--- config.mk ---
export PLATFORM = sky130hd
export DESIGN_NAME = regfile_top
export DESIGN_NICKNAME = d
export VERILOG_FILES = /design/src/hdl/regfile_geom_pkg.sv /design/src/hdl/regfile_ops_pkg.sv /design/src/hdl/regfile_if.sv /design/src/hdl/fp_bank.sv /design/src/hdl/int_bank.sv /design/src/hdl/read_stage.sv /design/src/hdl/regfile_top.sv /design/src/hdl/write_decoder.sv
export SDC_FILE = /design/constraint.sdc
export NUM_CORES = 2
export LEC_CHECK = 0
export BUFFER_PORTS_ARGS = -buffer_cell sky130_fd_sc_hd__buf_2
export CAP_MARGIN = 20
export CORE_ASPECT_RATIO = 0.75
export CORE_UTILIZATION = 25
export CTS_CLUSTER_SIZE = 12
export DETAILED_ROUTE_END_ITERATION = 6
export HOLD_SLACK_MARGIN = 0.08
export PLACE_DENSITY_LB_ADDON = 0.12
export RECOVER_POWER = 50
export SLEW_MARGIN = 20
export SYNTH_ARGS = -nofsm -noshare
export SYNTH_HDL_FRONTEND = slang
export SYNTH_HIERARCHICAL = 1
export SYNTH_SLANG_ARGS = --single-unit
--- constraint.sdc ---
create_clock -name Clk -period 9.6 [get_ports Clk]
set_clock_uncertainty 0.15 [all_clocks]
set_input_delay 2.4 -clock Clk [delete_from_list [all_inputs] [get_ports Clk]]
set_output_delay 2.4 -clock Clk [all_outputs]
set_load 0.005 [all_outputs]
--- src/hdl/regfile_geom_pkg.sv ---
// Register file geometry
`default_nettype none

package regfile_geom_pkg;

	localparam int REG_COUNT = 32; // registers per bank
	localparam int WORD_W    = 32;
	localparam int BYTE_W    = 8;

	// 5-bit register number as encoded in the instruction
	typedef logic [$clog2(REG_COUNT)-1:0] reg_idx_t;

	// even/odd pair number, drops bit 0 of the register number
	typedef logic [$clog2(REG_COUNT)-2:0] pair_idx_t;

	typedef logic [WORD_W-1:0] word_t;

	// upper half is the more significant word, stored at the even index
	typedef logic [2*WORD_W-1:0] dword_t;

endpackage

`default_nettype wire

--- src/hdl/regfile_ops_pkg.sv ---
// Register file operation codes
`default_nettype none

package regfile_ops_pkg;

	// write operation, selects target bank and data shaping
	typedef enum logic [2:0] {
		WR_WORD      = 3'd0, // full integer word
		WR_BYTE      = 3'd1, // load byte, zero extended
		WR_LINK      = 3'd2, // return address into r31
		WR_FRAME     = 3'd3, // frame pointer into r30
		WR_FP_DOUBLE = 3'd4, // 64-bit double into a pair
		WR_FP_WORD   = 3'd5, // single word, even half cleared
		WR_HILO      = 3'd6  // multiply/divide result
	} wr_op_t;

	// read mode, selects which banks feed the response
	typedef enum logic [1:0] {
		RD_INT        = 2'd0,
		RD_FP         = 2'd1,
		RD_STORE_BYTE = 2'd2,
		RD_STORE_FP   = 2'd3
	} rd_mode_t;

	localparam regfile_geom_pkg::reg_idx_t LINK_REG  = 5'd31; // ra
	localparam regfile_geom_pkg::reg_idx_t FRAME_REG = 5'd30; // fp, bit 0 is the fp flag

endpackage

`default_nettype wire

--- src/hdl/regfile_if.sv ---
// Register file internal buses
`timescale 1ns/1ps
`default_nettype none

// pair write from the decoder into the floating-point bank
interface fp_wr_if;
	logic                        en;
	regfile_geom_pkg::pair_idx_t pair;
	regfile_geom_pkg::word_t     msw; // goes to the even register
	regfile_geom_pkg::word_t     lsw; // goes to the odd register

	modport src (output en, output pair, output msw, output lsw);
	modport dst (input en, input pair, input msw, input lsw);
endinterface

// three integer read ports
interface int_rd_if;
	regfile_geom_pkg::reg_idx_t rs_idx;
	regfile_geom_pkg::reg_idx_t rt_idx;
	regfile_geom_pkg::reg_idx_t rd_idx;
	regfile_geom_pkg::word_t    rs_data;
	regfile_geom_pkg::word_t    rt_data;
	regfile_geom_pkg::word_t    rd_data;

	modport req (output rs_idx, output rt_idx, output rd_idx,
		input rs_data, input rt_data, input rd_data);
	modport rsp (input rs_idx, input rt_idx, input rd_idx,
		output rs_data, output rt_data, output rd_data);
endinterface

// two floating-point pair read ports
interface fp_rd_if;
	regfile_geom_pkg::pair_idx_t rs_pair;
	regfile_geom_pkg::pair_idx_t rt_pair;
	regfile_geom_pkg::word_t     rs_msw;
	regfile_geom_pkg::word_t     rs_lsw;
	regfile_geom_pkg::word_t     rt_msw;
	regfile_geom_pkg::word_t     rt_lsw;

	modport req (output rs_pair, output rt_pair,
		input rs_msw, input rs_lsw, input rt_msw, input rt_lsw);
	modport rsp (input rs_pair, input rt_pair,
		output rs_msw, output rs_lsw, output rt_msw, output rt_lsw);
endinterface

`default_nettype wire

--- src/hdl/fp_bank.sv ---
// Floating-point pair bank
`timescale 1ns/1ps
`default_nettype none

module fp_bank (
	input  wire logic Clk,
	input  wire logic rst_i,
	fp_wr_if.dst      wr,
	fp_rd_if.rsp      rd
);
	import regfile_geom_pkg::*;

	localparam int PAIR_COUNT = REG_COUNT / 2;

	// even register of each pair, holds the high word
	word_t msw_q [PAIR_COUNT];
	// odd register of each pair
	word_t lsw_q [PAIR_COUNT];

	always_ff @(posedge Clk) begin
		if (rst_i) begin
			for (int i = 0; i < PAIR_COUNT; i++) begin
				msw_q[i] <= '0;
				lsw_q[i] <= '0;
			end
		end else if (wr.en) begin
			msw_q[wr.pair] <= wr.msw; // both halves in one cycle
			lsw_q[wr.pair] <= wr.lsw;
		end
	end

	assign rd.rs_msw = msw_q[rd.rs_pair];
	assign rd.rs_lsw = lsw_q[rd.rs_pair];
	assign rd.rt_msw = msw_q[rd.rt_pair];
	assign rd.rt_lsw = lsw_q[rd.rt_pair];

endmodule

`default_nettype wire

--- src/hdl/int_bank.sv ---
// Integer register bank with HI/LO
`timescale 1ns/1ps
`default_nettype none

module int_bank (
	input  wire logic                       Clk,
	input  wire logic                       rst_i,
	input  wire logic                       int_wr_en_i,
	input  wire regfile_geom_pkg::reg_idx_t int_wr_idx_i,
	input  wire regfile_geom_pkg::word_t    int_wr_data_i,
	input  wire logic                       hilo_wr_en_i,
	input  wire regfile_geom_pkg::dword_t   hilo_wr_data_i,
	output regfile_geom_pkg::word_t         hi_o,
	output regfile_geom_pkg::word_t         lo_o,
	output logic                            fp_flag_o,
	int_rd_if.rsp                           rd
);
	import regfile_geom_pkg::*;
	import regfile_ops_pkg::*;

	word_t regs [1:REG_COUNT-1]; // r0 has no storage
	word_t hi_q;
	word_t lo_q;

	function automatic word_t read_reg(input reg_idx_t idx);
		if (idx == '0)
			return '0;
		return regs[idx];
	endfunction

	always_ff @(posedge Clk) begin
		if (rst_i) begin
			for (int i = 1; i < REG_COUNT; i++)
				regs[i] <= '0;
			hi_q <= '0;
			lo_q <= '0;
		end else begin
			if (int_wr_en_i && int_wr_idx_i != '0)
				regs[int_wr_idx_i] <= int_wr_data_i;
			if (hilo_wr_en_i) begin
				hi_q <= hilo_wr_data_i[2*WORD_W-1:WORD_W];
				lo_q <= hilo_wr_data_i[WORD_W-1:0];
			end
		end
	end

	// read ports see the contents before this edge's write
	always_comb begin
		rd.rs_data = read_reg(rd.rs_idx);
		rd.rt_data = read_reg(rd.rt_idx);
		rd.rd_data = read_reg(rd.rd_idx);
	end

	assign hi_o      = hi_q;
	assign lo_o      = lo_q;
	assign fp_flag_o = regs[FRAME_REG][0]; // live, outside the handshake

endmodule

`default_nettype wire

--- src/hdl/read_stage.sv ---
// Read request and response stage
`timescale 1ns/1ps
`default_nettype none

module read_stage (
	input  wire logic                       Clk,
	input  wire logic                       rst_i,
	input  wire logic                       rd_valid_i,
	input  wire regfile_ops_pkg::rd_mode_t  rd_mode_i,
	input  wire regfile_geom_pkg::reg_idx_t rs_idx_i,
	input  wire regfile_geom_pkg::reg_idx_t rt_idx_i,
	input  wire regfile_geom_pkg::reg_idx_t rd_idx_i,
	input  wire logic                       rsp_ready_i,
	input  wire regfile_geom_pkg::word_t    hi_i,
	input  wire regfile_geom_pkg::word_t    lo_i,
	output logic                            rd_ready_o,
	output logic                            rsp_valid_o,
	output regfile_geom_pkg::word_t         rs_data_o,
	output regfile_geom_pkg::word_t         rs_msw_o,
	output regfile_geom_pkg::word_t         rt_data_o,
	output regfile_geom_pkg::word_t         rt_msw_o,
	output regfile_geom_pkg::word_t         rd_data_o,
	output regfile_geom_pkg::word_t         hi_o,
	output regfile_geom_pkg::word_t         lo_o,
	int_rd_if.req                           irf,
	fp_rd_if.req                            frf
);
	import regfile_geom_pkg::*;
	import regfile_ops_pkg::*;

	logic  rsp_valid_q;
	logic  accept;
	word_t fp_rs_msw;
	word_t fp_rs_lsw;
	word_t fp_rt_msw;
	word_t fp_rt_lsw;
	word_t nxt_rs;
	word_t nxt_rs_msw;
	word_t nxt_rt;
	word_t nxt_rt_msw;
	word_t rs_q;
	word_t rs_msw_q;
	word_t rt_q;
	word_t rt_msw_q;
	word_t rd_q;
	word_t hi_q;
	word_t lo_q;

	assign rd_ready_o = ~rsp_valid_q | rsp_ready_i; // empty or draining now
	assign accept     = rd_valid_i & rd_ready_o;

	// bank lookups straight from the request
	assign irf.rs_idx  = rs_idx_i;
	assign irf.rt_idx  = rt_idx_i;
	assign irf.rd_idx  = rd_idx_i;
	assign frf.rs_pair = rs_idx_i[$bits(reg_idx_t)-1:1];
	assign frf.rt_pair = rt_idx_i[$bits(reg_idx_t)-1:1];

	// odd index is not a double, reads as zero
	assign fp_rs_msw = rs_idx_i[0] ? '0 : frf.rs_msw;
	assign fp_rs_lsw = rs_idx_i[0] ? '0 : frf.rs_lsw;
	assign fp_rt_msw = rt_idx_i[0] ? '0 : frf.rt_msw;
	assign fp_rt_lsw = rt_idx_i[0] ? '0 : frf.rt_lsw;

	always_comb begin
		nxt_rs     = irf.rs_data;
		nxt_rs_msw = '0;
		nxt_rt     = irf.rt_data;
		nxt_rt_msw = '0;
		case (rd_mode_i)
			RD_INT: ;
			RD_FP: begin
				nxt_rs     = fp_rs_lsw;
				nxt_rs_msw = fp_rs_msw;
				nxt_rt     = fp_rt_lsw;
				nxt_rt_msw = fp_rt_msw;
			end
			RD_STORE_BYTE: nxt_rt = {{(WORD_W-BYTE_W){1'b0}}, irf.rt_data[BYTE_W-1:0]};
			RD_STORE_FP: begin
				nxt_rt     = fp_rt_lsw; // base address stays integer rs
				nxt_rt_msw = fp_rt_msw;
			end
			default: ;
		endcase
	end

	always_ff @(posedge Clk) begin
		if (rst_i)
			rsp_valid_q <= 1'b0;
		else if (accept)
			rsp_valid_q <= 1'b1;
		else if (rsp_ready_i)
			rsp_valid_q <= 1'b0;
	end

	// payload loads only on accept, so it holds under back-pressure
	always_ff @(posedge Clk) begin
		if (accept) begin
			rs_q     <= nxt_rs;
			rs_msw_q <= nxt_rs_msw;
			rt_q     <= nxt_rt;
			rt_msw_q <= nxt_rt_msw;
			rd_q     <= irf.rd_data;
			hi_q     <= hi_i;
			lo_q     <= lo_i;
		end
	end

	assign rsp_valid_o = rsp_valid_q;
	assign rs_data_o   = rs_q;
	assign rs_msw_o    = rs_msw_q;
	assign rt_data_o   = rt_q;
	assign rt_msw_o    = rt_msw_q;
	assign rd_data_o   = rd_q;
	assign hi_o        = hi_q;
	assign lo_o        = lo_q;

endmodule

`default_nettype wire

--- src/hdl/regfile_top.sv ---
// MIPS decode-stage register file
`timescale 1ns/1ps
`default_nettype none

module regfile_top (
	input  wire logic                       Clk,
	input  wire logic                       rst_i,
	input  wire logic                       wr_valid_i,
	input  wire regfile_ops_pkg::wr_op_t    wr_op_i,
	input  wire regfile_geom_pkg::reg_idx_t wr_idx_i,
	input  wire regfile_geom_pkg::word_t    wr_data_i,
	input  wire regfile_geom_pkg::dword_t   wr_data64_i,
	input  wire logic                       rd_valid_i,
	input  wire regfile_ops_pkg::rd_mode_t  rd_mode_i,
	input  wire regfile_geom_pkg::reg_idx_t rs_idx_i,
	input  wire regfile_geom_pkg::reg_idx_t rt_idx_i,
	input  wire regfile_geom_pkg::reg_idx_t rd_idx_i,
	input  wire logic                       rsp_ready_i,
	output logic                            rd_ready_o,
	output logic                            rsp_valid_o,
	output regfile_geom_pkg::word_t         rs_data_o,
	output regfile_geom_pkg::word_t         rs_msw_o,
	output regfile_geom_pkg::word_t         rt_data_o,
	output regfile_geom_pkg::word_t         rt_msw_o,
	output regfile_geom_pkg::word_t         rd_data_o,
	output regfile_geom_pkg::word_t         hi_o,
	output regfile_geom_pkg::word_t         lo_o,
	output logic                            fp_flag_o
);
	import regfile_geom_pkg::*;

	logic     int_wr_en;
	reg_idx_t int_wr_idx;
	word_t    int_wr_data;
	logic     hilo_wr_en;
	dword_t   hilo_wr_data;
	word_t    bank_hi; // live HI/LO, captured per response
	word_t    bank_lo;

	fp_wr_if  fp_wr_bus ();
	int_rd_if int_rd_bus ();
	fp_rd_if  fp_rd_bus ();

	write_decoder u_write_decoder (
		.wr_valid_i     (wr_valid_i),
		.wr_op_i        (wr_op_i),
		.wr_idx_i       (wr_idx_i),
		.wr_data_i      (wr_data_i),
		.wr_data64_i    (wr_data64_i),
		.int_wr_en_o    (int_wr_en),
		.int_wr_idx_o   (int_wr_idx),
		.int_wr_data_o  (int_wr_data),
		.hilo_wr_en_o   (hilo_wr_en),
		.hilo_wr_data_o (hilo_wr_data),
		.fp_wr          (fp_wr_bus)
	);

	int_bank u_int_bank (
		.Clk            (Clk),
		.rst_i          (rst_i),
		.int_wr_en_i    (int_wr_en),
		.int_wr_idx_i   (int_wr_idx),
		.int_wr_data_i  (int_wr_data),
		.hilo_wr_en_i   (hilo_wr_en),
		.hilo_wr_data_i (hilo_wr_data),
		.hi_o           (bank_hi),
		.lo_o           (bank_lo),
		.fp_flag_o      (fp_flag_o),
		.rd             (int_rd_bus)
	);

	fp_bank u_fp_bank (
		.Clk   (Clk),
		.rst_i (rst_i),
		.wr    (fp_wr_bus),
		.rd    (fp_rd_bus)
	);

	read_stage u_read_stage (
		.Clk         (Clk),
		.rst_i       (rst_i),
		.rd_valid_i  (rd_valid_i),
		.rd_mode_i   (rd_mode_i),
		.rs_idx_i    (rs_idx_i),
		.rt_idx_i    (rt_idx_i),
		.rd_idx_i    (rd_idx_i),
		.rsp_ready_i (rsp_ready_i),
		.hi_i        (bank_hi),
		.lo_i        (bank_lo),
		.rd_ready_o  (rd_ready_o),
		.rsp_valid_o (rsp_valid_o),
		.rs_data_o   (rs_data_o),
		.rs_msw_o    (rs_msw_o),
		.rt_data_o   (rt_data_o),
		.rt_msw_o    (rt_msw_o),
		.rd_data_o   (rd_data_o),
		.hi_o        (hi_o),
		.lo_o        (lo_o),
		.irf         (int_rd_bus),
		.frf         (fp_rd_bus)
	);

endmodule

`default_nettype wire

--- src/hdl/write_decoder.sv ---
// Write request decoder
`timescale 1ns/1ps
`default_nettype none

module write_decoder (
	input  wire logic                       wr_valid_i,
	input  wire regfile_ops_pkg::wr_op_t    wr_op_i,
	input  wire regfile_geom_pkg::reg_idx_t wr_idx_i,
	input  wire regfile_geom_pkg::word_t    wr_data_i,
	input  wire regfile_geom_pkg::dword_t   wr_data64_i,
	output logic                            int_wr_en_o,
	output regfile_geom_pkg::reg_idx_t      int_wr_idx_o,
	output regfile_geom_pkg::word_t         int_wr_data_o,
	output logic                            hilo_wr_en_o,
	output regfile_geom_pkg::dword_t        hilo_wr_data_o,
	fp_wr_if.src                            fp_wr
);
	import regfile_geom_pkg::*;
	import regfile_ops_pkg::*;

	logic     int_sel; // op targets the integer bank
	logic     fp_sel;
	logic     hilo_sel;
	reg_idx_t int_idx;
	word_t    int_data;
	word_t    fp_msw;
	word_t    fp_lsw;

	always_comb begin
		int_sel  = 1'b0;
		fp_sel   = 1'b0;
		hilo_sel = 1'b0;
		int_idx  = wr_idx_i;
		int_data = wr_data_i;
		fp_msw   = wr_data64_i[2*WORD_W-1:WORD_W]; // big end at even index
		fp_lsw   = wr_data64_i[WORD_W-1:0];
		case (wr_op_i)
			WR_WORD: int_sel = 1'b1;
			WR_BYTE: begin
				int_sel  = 1'b1;
				int_data = {{(WORD_W-BYTE_W){1'b0}}, wr_data_i[BYTE_W-1:0]};
			end
			WR_LINK: begin
				int_sel = 1'b1;
				int_idx = LINK_REG; // index from the op, not the request
			end
			WR_FRAME: begin
				int_sel = 1'b1;
				int_idx = FRAME_REG;
			end
			WR_FP_DOUBLE: fp_sel = 1'b1;
			WR_FP_WORD: begin
				fp_sel = 1'b1;
				fp_msw = '0; // even half cleared
				fp_lsw = wr_data_i;
			end
			WR_HILO: hilo_sel = 1'b1;
			default: ;
		endcase
	end

	// r0 stays zero, odd pair index is not a valid double
	assign int_wr_en_o   = wr_valid_i & int_sel & (int_idx != '0);
	assign int_wr_idx_o  = int_idx;
	assign int_wr_data_o = int_data;

	assign hilo_wr_en_o   = wr_valid_i & hilo_sel;
	assign hilo_wr_data_o = wr_data64_i;

	assign fp_wr.en   = wr_valid_i & fp_sel & ~wr_idx_i[0];
	assign fp_wr.pair = wr_idx_i[$bits(reg_idx_t)-1:1];
	assign fp_wr.msw  = fp_msw;
	assign fp_wr.lsw  = fp_lsw;

endmodule

`default_nettype wire

==> out/qor.txt <==
EDFF count, synth = 2272
Grt total ovfl = 0
Drt first pass iters = 6
Crit path DAT = 8.20 ns
Crit path max fanout = 45
Netlist Area Pre-Place = 128000 um2
Async set-reset flop share out of synthesis = 0
DPL Wire Length = 351 mm
Mux contribution to synthesized area = 0.246
Skew-Pair Late Insertion Delay = 0.97 ns
Core ar. = 510000 um2
DR vias = 81500
Starting DRT DRC Count = 9309
# setup viols final = 0
Setup crit start kind = input pin
RSZ-0062 raised after global routing = false
Post-DR vias/cell = 5.26
Number of max-cap violations = 75
Met3 WL = 39.2 mm
XOR/XNOR Fraction of Synth Area = 0
Cell Pwr Density = 182 nW/um2
CP required = 10.02 ns
Filler cell count = 51000
Final cycle utilization of the critical path = 0.811
Synth Instances = 8492
Routed Wire Length = 559 mm
Synth Area in Adders = 0
Post-DRT Antenna Nets = 0
Top FF cell, synth = edfxtp_1
Most frequent cells in the layout = edfxtp_1 (2272), and2_1 (1664), mux4_2 (1136)
H-Tree Depth = 5
WL met2 = 246 mm
Gr usage total = 0.210
Pin count of the biggest net entering global routing = 108
Critical setup path kind = input pin to flip-flop
Crit-path slowest cell = nor3b_1
Tot Pwr = 26.4 mW
Highest routed layer = met5
Rel. slew slack = -1.73
Final min period = 7.78 ns
Number of core rows = 227
CTS tree = built
Number of synthesized register bits = 2337
Leading cell type in the layout, fill and taps excluded = edfxtp_1
Port bufs = 352
Leak = 48.3 nW
Hold WS = 0.278 ns
RePlAce Congestion = 0.816
CTS Hold Buffers Added = 0
Antenna violations before repair = 56
Kind of cell adding the most delay to the critical path = simple AND/OR/NAND/NOR gates
Buffer count from post-CTS setup fixing = 0
Layout overhead on the synthesized area = 13.3%
Cts repair resizes = 0
Top cell type's share of synthesized area = 0.533
Outcome = finished, violations left
Clock slew at reported path FFs = 0.05 ns
CP Capture Type = flip-flop
Synth area leader = edfxtp_1
Layout Nets = 8574
Hold Path Class = flip-flop to flip-flop
DRC Markers = 0
Die Height = 622 um
WL/cell = 36.1 um
Fmax = 128 MHz
Die ar. = 515000 um2
Sequential element share of the synthesized area = 0.543
Yosys warns = 6
Max Slew Vio Count = 2303
Compound-Gate Fraction of Synth Area = 0.0440
Crit-path cells = clkbuf_1, nor3b_1, nand2_1, nor2_1, or2_0, buf_4
Largest family of logic cells by synthesized area = multiplexers
Clock Root Buffer = clkbuf_16
First-pass GRT wire length = 750 mm
Slew @ Worst Pin = 4.10 ns
M1 WL = 254 mm
Syn avg cell area = 15.1 um2
# IOs = 353
Fin Setup TNS = 0 ns
Worst Path Buf+Inv = 2
Clk sinks = 2337
Fraction of the mapped netlist area in simple logic gates = 0.127
Unique cell type count in the Yosys netlist = 55
Layout cells sized above 1 = 0.251
Critical path's largest stage delay = 1.35 ns
Worst vdd ir = 0.141 mV
Die width = 828 um
Failing checks = max-capacitance violations, max-slew violations
CTS max path bufs = 4
Vias in the first global route = 82000
Fin. Hold Viols = 0
Synth top area cells = edfxtp_1 (53%), mux4_2 (20%), and2_1 (10%)
Initial Util = 0.251
CTS Buf Count = 282
-- cell usage after synthesis (27+ instances only) --
library cell	count
inv_1	28
nor2_1	138
clkbuf_1	581
buf_4	155
mux4_2	1136
or2_2	48
o22ai_1	68
a21oi_1	65
edfxtp_1	2272
and2_1	2132
a2111oi_0	29
dfxtp_1	65
buf_2	135
mux2i_1	423
nor2b_1	103
nor3_1	44
a211oi_1	62
nor4_1	27
a22oi_1	327
a22o_1	95
mux2_4	58
buf_6	48
nand2_1	154
mux2_2	69
o221ai_1	28
buf_1	30
-- state kept, by name (all words and copies together) (netlist names), 32 cells and up --
name and flops:
u_fp_bank/lsw_q 512, u_fp_bank/msw_q 512, u_int_bank/lo_o 32, u_int_bank/hi_o 32, u_read_stage/rt_data_o 32, u_read_stage/hi_o 32, u_read_stage/lo_o 32, u_read_stage/rs_msw_o 32
u_read_stage/rt_msw_o 32, u_read_stage/rd_data_o 32, u_read_stage/rs_data_o 32, u_int_bank/regs 1024
-- where the power goes --
part	internal [mW]	switching, mW
registers	11.8	0.406
logic	1.30	2.06
clock network	6.19	4.66
-- worst paths after layout --
kind | endpoint | depth (start not counted) | startpoint | slack, ns
worst max-delay path | u_int_bank/regs[1][2]$_SDFFCE_PN0P_ | 6 | rst_i | 1.82
worst min-delay path | u_read_stage/hi_o[7]$_DFFE_PP_ | 0 | u_int_bank/hi_o[7]$_SDFFE_PP0P_ | 0.28
worst max register to register | u_read_stage/rd_data_o[3]$_DFFE_PP_ | 3 | u_read_stage/rsp_valid_o$_SDFFE_PP0P_ | 3.97
worst min register to register | u_read_stage/hi_o[7]$_DFFE_PP_ | 0 | u_int_bank/hi_o[7]$_SDFFE_PP0P_ | 0.28
-- through the flow --
stage	util	cells	cell area [um2]	worst slack [ns]
2_1_floorplan	-	8523	128000	1.17
5_1_grt	0.284	15400	145000	1.82
4_1_cts	0.286	15400	146000	3.74
6_report	0.285	15500	145000	1.82
3_3_place_gp	0.268	14900	136000	2.25
3_5_place_dp	0.268	14900	137000	2.71
-- cell families (layout without fill, tap and decap cells) --
family,after synthesis,in the layout
AND/OR/NAND/NOR,2715,2715
multiplexers,1686,1686
AO/OA/AOI/OAI,746,746
flip-flops,2337,2337
buffers and inverters,1007,1150
other,1,97
-- routing by layer --
layer	global-route usage	vias up
met4	0.0652	4
met1	0.308	44000
met2	0.319	3999
met5	0	-
li1	-	32800
met3	0.0315	721
-- cell type report --
cell class	count	area, um2	share of cell area
flip-flops and latches	2337	69500	0.479
clock buffers	388	7910	0.0546
multi-input cells	5179	54000	0.372
inverters	28	105	0.000725
well taps	6755	8450	0.0583
repair buffers	620	3860	0.0266
diodes	65	163	0.00112
clock inverters	114	980	0.00676
(Power assumes the default switching activity.)
